`src/hdl/nn_dims_pkg.sv`:
```
package nn_dims_pkg;

    // ======================================================================
    // network sizes
    // ======================================================================

    // 28x28 input image, flattened row by row
    localparam int N_IN = 784;
    // hidden layer width
    localparam int N_HID = 32;
    // output classes
    localparam int N_OUT = 10;
    // hidden activations are scaled down by this before layer 2
    localparam int HID_SHIFT = 8;

    // ======================================================================
    // data types
    // ======================================================================

    // raw pixel, unsigned
    typedef logic [7:0] pixel_t;
    // weights of both layers
    typedef logic signed [7:0] weight_t;
    // biases of both layers
    typedef logic signed [31:0] bias_t;
    // stored hidden value, also the shifted value fed to layer 2
    typedef logic signed [31:0] hidden_t;
    // dot product accumulator, wide enough that no sum can wrap
    typedef logic signed [63:0] acc_t;

    // ======================================================================
    // index and address types
    // ======================================================================

    // 0 .. N_IN-1
    typedef logic [9:0] pix_addr_t;
    // 0 .. N_HID-1
    typedef logic [4:0] hid_idx_t;
    // 0 .. N_OUT-1
    typedef logic [3:0] class_t;
    // row-major, neuron * N_IN + pixel
    typedef logic [14:0] w1_addr_t;
    // row-major, class * N_HID + hidden index
    typedef logic [8:0] w2_addr_t;

endpackage

```
`src/hdl/nn_ctrl_pkg.sv`:
```
package nn_ctrl_pkg;

    // ======================================================================
    // memory read requests
    // ======================================================================

    // layer 1 weight memory
    typedef struct packed {
        logic                 en;
        nn_dims_pkg::w1_addr_t addr;
    } w1_req_t;

    // layer 2 weight memory
    typedef struct packed {
        logic                 en;
        nn_dims_pkg::w2_addr_t addr;
    } w2_req_t;

    // layer 1 bias memory, one word per hidden neuron
    typedef struct packed {
        logic                 en;
        nn_dims_pkg::hid_idx_t addr;
    } b1_req_t;

    // layer 2 bias memory, one word per class
    typedef struct packed {
        logic                en;
        nn_dims_pkg::class_t addr;
    } b2_req_t;

    // ======================================================================
    // datapath control
    // ======================================================================

    // host pixel write
    typedef struct packed {
        logic                  we;
        nn_dims_pkg::pix_addr_t addr;
        nn_dims_pkg::pixel_t    data;
    } pix_wr_t;

    // one term of a dot product, aligned with the returning data
    // idx is the hidden neuron in layer 1 and the class in layer 2
    typedef struct packed {
        logic                  valid;
        logic                  first;
        logic                  last;
        nn_dims_pkg::hid_idx_t idx;
    } mac_ctl_t;

    // hidden activation write-back
    typedef struct packed {
        logic                  we;
        nn_dims_pkg::hid_idx_t idx;
        nn_dims_pkg::hidden_t  data;
    } hid_wr_t;

    typedef enum logic [2:0] {
        IDLE,
        L1_RUN,
        L1_DRAIN,
        L2_RUN,
        L2_DRAIN,
        DONE
    } seq_state_t;

endpackage

```
`src/hdl/layer2_scorer.sv`:
```
`timescale 1ns/1ps

module layer2_scorer (
    input  logic                  clk,
    input  logic                  rst,
    input  nn_ctrl_pkg::mac_ctl_t ctl,
    input  logic                  last_class,
    input  nn_dims_pkg::weight_t  weight,
    input  nn_dims_pkg::hidden_t  hscaled,
    input  nn_dims_pkg::bias_t    bias,
    output nn_dims_pkg::class_t   predicted
);
    import nn_dims_pkg::*;

    // ======================================================================
    // dot product
    // ======================================================================

    // int8 times int32
    logic signed [39:0] prod;
    acc_t   acc_q;
    acc_t   acc_next;
    acc_t   score;
    bias_t  bias_q;
    bias_t  bias_use;
    class_t cls;

    assign prod     = weight * hscaled;
    assign acc_next = (ctl.first ? acc_t'(0) : acc_q) + acc_t'(prod);
    assign bias_use = ctl.first ? bias : bias_q;
    // only meaningful on the last term of a class
    assign score    = acc_next + acc_t'(bias_use);
    assign cls      = ctl.idx[3:0];

    always_ff @(posedge clk) begin
        if (ctl.valid) begin
            acc_q <= acc_next;
            if (ctl.first) begin
                bias_q <= bias;
            end
        end
    end

    // ======================================================================
    // argmax
    // ======================================================================

    acc_t   best_val;
    class_t best_idx;
    logic   take;

    // class 0 seeds the search, later ones must be strictly greater
    // so ties keep the lower index
    assign take = (cls == '0) || (score > best_val);

    always_ff @(posedge clk) begin
        if (ctl.valid && ctl.last && take) begin
            best_val <= score;
        end
    end

    always_ff @(posedge clk) begin
        if (rst) begin
            best_idx  <= '0;
            predicted <= '0;
        end else if (ctl.valid && ctl.last) begin
            if (take) begin
                best_idx <= cls;
            end
            // final class commits the winner
            if (last_class) begin
                predicted <= take ? cls : best_idx;
            end
        end
    end

endmodule

```
`config.mk`:
```
export PLATFORM = sky130hd
export DESIGN_NAME = layer2_scorer
export DESIGN_NICKNAME = d
export VERILOG_FILES = /design/src/hdl/nn_dims_pkg.sv /design/src/hdl/nn_ctrl_pkg.sv /design/src/hdl/layer2_scorer.sv
export SDC_FILE = /design/constraint.sdc
export NUM_CORES = 1
export LEC_CHECK = 0
export BUFFER_PORTS_ARGS = -buffer_cell sky130_fd_sc_hd__buf_4
export CAP_MARGIN = 20
export CELL_PAD_IN_SITES_DETAIL_PLACEMENT = 1
export CELL_PAD_IN_SITES_GLOBAL_PLACEMENT = 2
export CORE_MARGIN = 8
export CORE_UTILIZATION = 35
export CTS_CLUSTER_SIZE = 12
export DETAILED_ROUTE_END_ITERATION = 10
export PLACE_DENSITY_LB_ADDON = 0.25
export SKIP_CTS_REPAIR_TIMING = 1
export SYNTH_ARGS = -nofsm -noshare
export SYNTH_HDL_FRONTEND = slang
export SYNTH_SLANG_ARGS = --single-unit
```
`constraint.sdc`:
```
create_clock -name clk -period 22.8 [get_ports clk]
set_clock_uncertainty 0.05 [all_clocks]
set_input_delay 4.56 -clock clk [delete_from_list [all_inputs] [get_ports clk]]
set_output_delay 4.56 -clock clk [all_outputs]
set_load 0.02 [all_outputs]
```
==> out/qor.csv, run 1 <==
metric;value;unit
routability cong.;0.8339;
final hold vios;0;
Synth Register Bits;168;
Initial Util;35.22;%
max-slew violation count;0;
first-pass GRT wire length;109.9;mm
number of diodes;0;
Syn Area/Cell;10.06;um^2
clk sink count;168;
Hold Path Class;flop to flop;
GRT Overall Usage;17.21;%
commonest non-fill, non-tap cell in the layout;fa_1;
Core ar.;0.06979;mm^2
vias per inst;5.112;
worst-path cell with the longest stage delay;buf_4;
CTS Root Cell;clkbuf_16;
Mapped Area;0.02458;mm^2
dpl cells;3389;
largest net degree at the start of global routing;69;
DRT Wirelength;64.85;mm
area of the multi-input gates;0.01806;mm^2
main flop type after synthesis;edfxtp_1;
Final nets;3149;
Post-synth EDFFs;160;
# H-tree levels;4;
Post-DP HPWL;54.07;mm
num ports;87;
Routed Antenna Nets;0;
Synth Instances;2444;
vias in the first global route;20146;
Fmax;0.05946;GHz
setup TNS;0;ns
initial antenna violation count;0;
Max Cap Viol;0;
Critical Path RT;22.86;ns
slowest stage delay, CP;0.70;ns
maximum fanout along the worst path;68;
endpoint type of the worst setup path;flop;
per-cell routed wire length;18.95;um
CP most frequent cell;ha_1;
Setup crit start kind;input pin;
post-synth cell types;89;
status;completed;
Die Ht;281.0;um
Net Count, Synth;3125;
fillers;7832;
Register Area;0.004965;mm^2
sequential fraction of the synthesis area;20.20;%
worst path arrival time;16.88;ns
family with the most delay on the worst path;compound AO/OA/AOI/OAI gates;
post-route cell area;0.02663;mm^2
grt ovf;0;
Num CTS Buffers;17;
clock transition at the registers of the reported paths;0.07;ns
Placed Area;0.02604;mm^2
RSZ-0062 raised after global routing;no;
area leader, netlist;fa_1;
DR vias;17489;
most frequent cells in the layout;fa_1 (336), inv_1 (305), ha_1 (261);
# setup viols final;0;
CP Class;input pin to flop;
clock latency on the worst-skew pair;0.49;ns
final non-filler cell total;3421;
ys async rst share;0;%
Area contributors post-synth;fa_1 (27%), edfxtp_1 (20%), ha_1 (13%), inv_1 (4.7%), and2_1 (4.1%);
Final period util;73.76;%
Yosys warnings;0;
initial drt markers;633;
drc violations;0;
relative slew slack;28.58;%
worst slew pin tran;1.071;ns
Detailed Routing Iterations Pass 1;5;
Port Buffer Count;85;
Period minus WS final;16.82;ns
Cell Rows;97;
CTS tree;built;
clock buffer depth;2;
layout cells sized above 1;7.578;%
full die area;0.07896;mm^2
share of the synthesized area in the top cell type;27.45;%
crit path buf inv count;7;
area added between synthesis and finish;8.338;%
Die W;281.0;um
metrics by stage:
stage / utilization, % / hold WS (ns) / worst slack [ns]
2_1_floorplan: - / 0.4044 / 6.182
3_3_place_gp: 37.32 / 0.4242 / 5.670
3_5_place_dp: 37.32 / 0.4416 / 5.483
4_1_cts: 38.16 / 0.4571 / 5.931
5_1_grt: 38.16 / 0.4777 / 4.983
6_report: 38.16 / 0.4580 / 5.982
cell families after synthesis:
kind of cell | count (synthesis) | synth area share [%]
and+or+nand+nor | 654 | 13.87
AOI/OAI and AO/OA | 472 | 12.74
xor gates and xnor gates | 122 | 4.408
adders and majority gates | 598 | 40.73
DFF | 168 | 20.20
buffers and inverters | 393 | 6.383
muxes | 37 | 1.665
cell type report:
class,count,area share (%)
multi-input combinational,1883,67.81
sequential,168,18.64
tap,940,4.417
inverter,305,4.299
timing repair buffer,93,2.622
clock buffer,19,1.626
clock inverter,13,0.5779
flip-flops by register name, summed over array words and instances (netlist names):
signal     flops
acc_q         64
best_val      64
bias_q        32
best_idx       4
predicted      4
final timing paths:
| kind | depth (start not counted) | end | startpoint | slack, ns |
|---|---|---|---|---|
| min | 2 | predicted[1] | best_idx[1] | 0.46 |
| max | 45 | best_val[35] | ctl[6] | 5.98 |
| max reg2reg | 42 | best_val[35] | acc_q[6] | 10.41 |
| min reg2reg | 2 | predicted[1] | best_idx[1] | 0.46 |
metal layers:
layer	global-route usage [%]	up-vias	part of all wire (%)
met5	0	-	0
met4	3.665	0	1.3
met3	2.191	43	1.9
li1	-	8306	-
met2	28.77	140	48
met1	23.77	9000	49
cell usage after synthesis, types with 3 or more instances:
| cell type | n |
|---|---|
| fa_1 | 337 |
| inv_1 | 305 |
| ha_1 | 261 |
| and2_1 | 160 |
| edfxtp_1 | 160 |
| nand2_1 | 157 |
| a21oi_1 | 146 |
| nor2_1 | 112 |
| a21o_1 | 98 |
| xnor2_1 | 77 |
| o21ai_0 | 76 |
| clkbuf_1 | 66 |
| nor2b_1 | 54 |
| nand2b_1 | 47 |
| xor2_1 | 44 |
| nand4_1 | 40 |
| mux2_2 | 31 |
| nand3_1 | 28 |
| o21bai_1 | 20 |
| a31oi_1 | 18 |
| nor3_1 | 18 |
| o21a_1 | 17 |
| a211oi_1 | 11 |
| buf_2 | 10 |
| o31ai_1 | 10 |
| and3_1 | 9 |
| dfxtp_1 | 8 |
| a311oi_1 | 6 |
| and4_1 | 6 |
| mux2i_1 | 6 |
| a21o_2 | 5 |
| clkbuf_8 | 5 |
| nor4_1 | 5 |
| a211o_1 | 4 |
| a21boi_0 | 4 |
| a21oi_2 | 4 |
| or3_1 | 4 |
| a221o_1 | 3 |
| o2111ai_1 | 3 |
| o31a_1 | 3 |
| o41ai_1 | 3 |
| or4_1 | 3 |
worst register-to-register path: cells and delay by family, from the launching register on:
kind / cells / cell delay (ns)
AOI/OAI and AO/OA: 16 / 3.77
xor gates and xnor gates: 2 / 0.33
buffers and inverters: 5 / 0.97
adders and majority gates: 8 / 3.55
DFF: 1 / 0.32
and+or+nand+nor: 11 / 2.91
Power of run 1 is not shown: default switching activity piles up to over one toggle a cycle in this logic, so the estimate is an artifact.
==> inputs of run 2 (changes only) <==
==> constraint.sdc (replaced) <==
create_clock -name clk -period 13.9 [get_ports clk]
set_clock_uncertainty 0.05 [all_clocks]
set_input_delay 2.78 -clock clk [delete_from_list [all_inputs] [get_ports clk]]
set_output_delay 2.78 -clock clk [all_outputs]
set_load 0.02 [all_outputs]
==> out/qor.csv, run 2 (synthesis results as in run 1) <==
metric;value;unit;change
slack of the worst reg-to-reg path;2.94;ns;-7.47 ns
crit path buf inv count;7;;unchanged
clock latency on the worst-skew pair;0.49;ns;about the same
Max Cap Viol;0;;unchanged
Hold Path Depth;2;;unchanged
Fmax;0.07596;GHz;
commonest non-fill, non-tap cell in the layout;fa_1;;
# H-tree levels;4;;unchanged
Period minus WS final;13.16;ns;
Setup crit start kind;input pin;;
full die area;0.07896;mm^2;unchanged
Core ar.;0.06979;mm^2;unchanged
maximum fanout along the worst path;35;;-49%
Final nets;3213;;+2.0%
largest net degree at the start of global routing;68;;-1.4%
wl on met1;32.11;mm;+0.74%
reg-to-reg endpoint;best_idx[2];;
Routed Antenna Nets;0;;unchanged
hold wc startpoint;best_idx[1];;
fillers;7821;;-0.14%
CP most frequent cell;ha_1;;
Critical Path RT;14.23;ns;-8.63 ns
R2R cell count;47;;+12%
per-cell routed wire length;18.66;um;-1.6%
GRT Overall Usage;17.16;%;-0.049 points
Final period util;94.71;%;
DR vias;17726;;+1.4%
clk sink count;168;;unchanged
num ports;87;;unchanged
CTS Root Cell;clkbuf_16;;
# setup viols final;0;;unchanged
most frequent cells in the layout;fa_1 (336), inv_1 (305), ha_1 (260);;
clock buffer depth;2;;unchanged
top sig layer;met4;;
Port Buffer Count;85;;unchanged
worst path arrival time;13.49;ns;-3.39 ns
number of diodes;0;;unchanged
vias in the first global route;20153;;+0.035%
Detailed Routing Iterations Pass 1;7;;+2
grt ovf;0;;unchanged
family with the most delay on the worst path;compound AO/OA/AOI/OAI gates;;
initial antenna violation count;0;;unchanged
final hold vios;0;;unchanged
clock transition at the registers of the reported paths;0.07;ns;about the same
Die W;281.0;um;unchanged
Placed Area;0.02657;mm^2;+2.0%
routability cong.;0.8256;;-1.0%
relative slew slack;34.97;%;+6.4 points
metal2 WL;30.51;mm;-1.2%
max-slew violation count;0;;unchanged
RSZ-0062 raised after global routing;no;;
initial drt markers;620;;-2.1%
area added between synthesis and finish;10.75;%;
Cell Rows;97;;unchanged
endpoint type of the worst setup path;flop;;
CP Class;input pin to flop;;
DRT Wirelength;65.02;mm;+0.27%
Post-DP HPWL;55.25;mm;+2.2%
status;completed;;
drc violations;0;;unchanged
worst slew pin tran;0.9755;ns;-0.09573 ns
Die Ht;281.0;um;unchanged
vias per inst;5.086;;-0.51%
DR WL met3;1.462;mm;+17%
post-route cell area;0.02722;mm^2;+2.2%
Initial Util;35.22;%;unchanged
layout cells sized above 1;10.53;%;+3.0 points
worst-path cell with the longest stage delay;fa_1;;
first-pass GRT wire length;109.3;mm;-0.54%
Num CTS Buffers;17;;unchanged
slowest stage delay, CP;0.55;ns;-0.15 ns
reg2reg start;acc_q[4];;
Hold Path Class;flop to flop;;
CTS tree;built;;
Worst Hold Path EP;predicted[1];;
biggest regs;acc_q x64, best_val x64, bias_q x32;;
## run 2: changes by cell type in the layout (fill, tap and decap cells not counted), moves of 3 or more
cell,previous run,this run
buf_6,0,4
a21oi_1,146,142
buf_12,0,3
buf_4,93,150
inv_6,1,7
a21oi_2,3,7
## run 2: worst reg2reg max path: cells and delay by family (launching register included)
kind | cells | cell delay, ns
simple gates | 10 | 1.63
flops | 1 | 0.34
xor+xnor | 2 | 0.39
buf+inv | 6 | 0.74
compound gates | 19 | 4.06
fa+ha+maj | 9 | 3.40
mux | 1 | 0.22
## run 2: worst max path at each step
stage | start | to | slack (ns) | depth (start not counted)
after detailed placement | ctl[6] | best_idx[0] | -0.11 | 49
after CTS | ctl[6] | best_idx[2] | 0.35 | 49
final | ctl[6] | best_idx[2] | 0.74 | 48
after floorplan | ctl[6] | best_idx[0] | 0.02 | 47
after global placement | ctl[6] | best_idx[2] | 0.1 | 49
after global routing | weight[1] | best_idx[3] | 0.04 | 48
## run 2: area by class of cell
type / instances / area [um^2] / share of cell area, %
inverters: 305 / 1145 / 4.206
well taps: 940 / 1176 / 4.320
multi-input cells: 1883 / 18120 / 66.56
clock buffers: 17 / 425.4 / 1.563
flip-flops and latches: 168 / 4965 / 18.24
clock inverters: 15 / 161.4 / 0.5929
repair buffers: 157 / 1231 / 4.523
## run 2: metal layers
metal | vias up | global-route usage, %
li1 | 8426 | -
met2 | 158 | 28.25
met1 | 9087 | 24.03
met4 | 0 | 3.586
met3 | 55 | 2.299
met5 | - | 0
## run 2: metrics by stage
step | hold WS [ns] | TNS [ns] | worst slack [ns] | std cells | utilization [%]
2_1_floorplan | 0.4044 | 0 | 0.01807 | 2444 | -
3_3_place_gp | 0.4243 | 0 | 0.09999 | 3453 | 38.07
3_5_place_dp | 0.4369 | -2.759 | -0.1111 | 3453 | 38.07
4_1_cts | 0.4501 | 0 | 0.3492 | 3485 | 38.91
5_1_grt | 0.4846 | 0 | 0.03675 | 3485 | 39.01
6_report | 0.4417 | 0 | 0.7358 | 3485 | 39.01
Power of run 2 is left out for the same reason.
==> inputs of run 3 (changes only) <==
==> constraint.sdc (replaced) <==
create_clock -name clk -period 13.9 [get_ports clk]
set_clock_uncertainty 0.05 [all_clocks]
set_input_delay 0.695 -clock clk [delete_from_list [all_inputs] [get_ports clk]]
set_output_delay 0.695 -clock clk [all_outputs]
set_load 0.02 [all_outputs]
==> out/qor.csv, run 3 (synthesis results as in run 1) <==
metric;value;unit;change
status;completed;;
CP most frequent cell;fa_1;;
biggest regs;acc_q x64, best_val x64, bias_q x32;;
Fmax;0.08129;GHz;+7.0%
Max Cap Viol;0;;unchanged
layout cells sized above 1;7.887;%;-2.6 points
worst slew pin tran;0.8834;ns;-0.09214 ns
Detailed Routing Iterations Pass 1;4;;-3
largest net degree at the start of global routing;63;;-7.4%
worst path arrival time;12.64;ns;-0.85 ns
area added between synthesis and finish;8.480;%;
# H-tree levels;4;;unchanged
clock buffer depth;2;;unchanged
endpoint type of the worst setup path;flop;;
slowest stage delay, CP;0.55;ns;about the same
final hold vios;0;;unchanged
num ports;87;;unchanged
DRT Wirelength;64.56;mm;-0.71%
initial antenna violation count;0;;unchanged
Post-DP HPWL;54.05;mm;-2.2%
clock latency on the worst-skew pair;0.50;ns;about the same
commonest non-fill, non-tap cell in the layout;fa_1;;
drc violations;0;;unchanged
Cell Rows;97;;unchanged
grt ovf;0;;unchanged
Core ar.;0.06979;mm^2;unchanged
# setup viols final;0;;unchanged
family with the most delay on the worst path;adder cells;;
Num CTS Buffers;17;;unchanged
Final period util;88.50;%;-6.2 points
Crit. Startpoint;ctl[6];;
hold wc startpoint;rst;;
first-pass GRT wire length;108.7;mm;-0.51%
initial drt markers;736;;+19%
Hold Path Class;input pin to flop;;
Port Buffer Count;85;;unchanged
Register Area;0.004965;mm^2;unchanged
Critical Path RT;14.24;ns;about the same
full die area;0.07896;mm^2;unchanged
Final nets;3153;;-1.9%
maximum fanout along the worst path;62;;+77%
most frequent cells in the layout;fa_1 (336), inv_1 (305), ha_1 (261);;
area of the multi-input gates;0.01806;mm^2;-0.33%
vias per inst;5.112;;+0.49%
clock transition at the registers of the reported paths;0.07;ns;about the same
crit path buf inv count;5;;-2
Period minus WS final;12.30;ns;-0.8623 ns
CTS tree;built;;
Routed Antenna Nets;0;;unchanged
Setup crit start kind;input pin;;
setup TNS;0;ns;unchanged
routability cong.;0.8080;;-2.1%
vias in the first global route;19953;;-0.99%
max-slew violation count;0;;unchanged
reg2reg start;acc_q[6];;
number of diodes;0;;unchanged
Die W;281.0;um;unchanged
clk sink count;168;;unchanged
RSZ-0062 raised after global routing;no;;
Initial Util;35.22;%;unchanged
CP Class;input pin to flop;;
fillers;7909;;+1.1%
per-cell routed wire length;18.85;um;+1.0%
Die Ht;281.0;um;unchanged
CTS Root Cell;clkbuf_16;;
DR vias;17507;;-1.2%
GRT Overall Usage;17.13;%;-0.035 points
relative slew slack;40.75;%;+5.8 points
worst-path cell with the longest stage delay;fa_1;;
## run 3: per-layer routing
metal / vias to the layer above / GRT usage [%] / share of wire, %
met5: - / 0 / 0
met1: 8967 / 23.42 / 48
li1: 8304 / - / -
met2: 173 / 28.39 / 48
met3: 63 / 2.465 / 2.8
met4: 0 / 4.287 / 1.7
## run 3: worst paths after layout
check / to / cells past startpoint / slack (ns)
hold / removal: best_idx[3] / 2 / 0.38
setup reg to reg: best_idx[0] / 43 / 2.06
hold reg to reg: predicted[1] / 2 / 0.45
setup / recovery: best_idx[0] / 44 / 1.60
## run 3: cell type report
class                           count  area share (%)
Clock buffer                       17           1.595
Sequential cell                   168           18.62
Multi-Input combinational cell   1883           67.73
Tap cell                          940           4.411
Inverter                          305           4.294
Timing Repair Buffer               97           2.731
Clock inverter                     15          0.6241
## run 3: per-stage QoR
stage                     instances  instance area, um^2  hold slack [ns]  utilization (%)  worst slack [ns]
after floorplan                2444                24580           0.4044                -             1.147
after global placement         3393                26070           0.4251            37.36             1.106
after detailed placement       3393                26070           0.4364            37.36            0.9976
after CTS                      3425                26660           0.3330            38.21             1.507
after global routing           3425                26660           0.3520            38.21            0.6419
final                          3425                26660           0.3847            38.21             1.598
Power of run 3 is left out for the same reason.
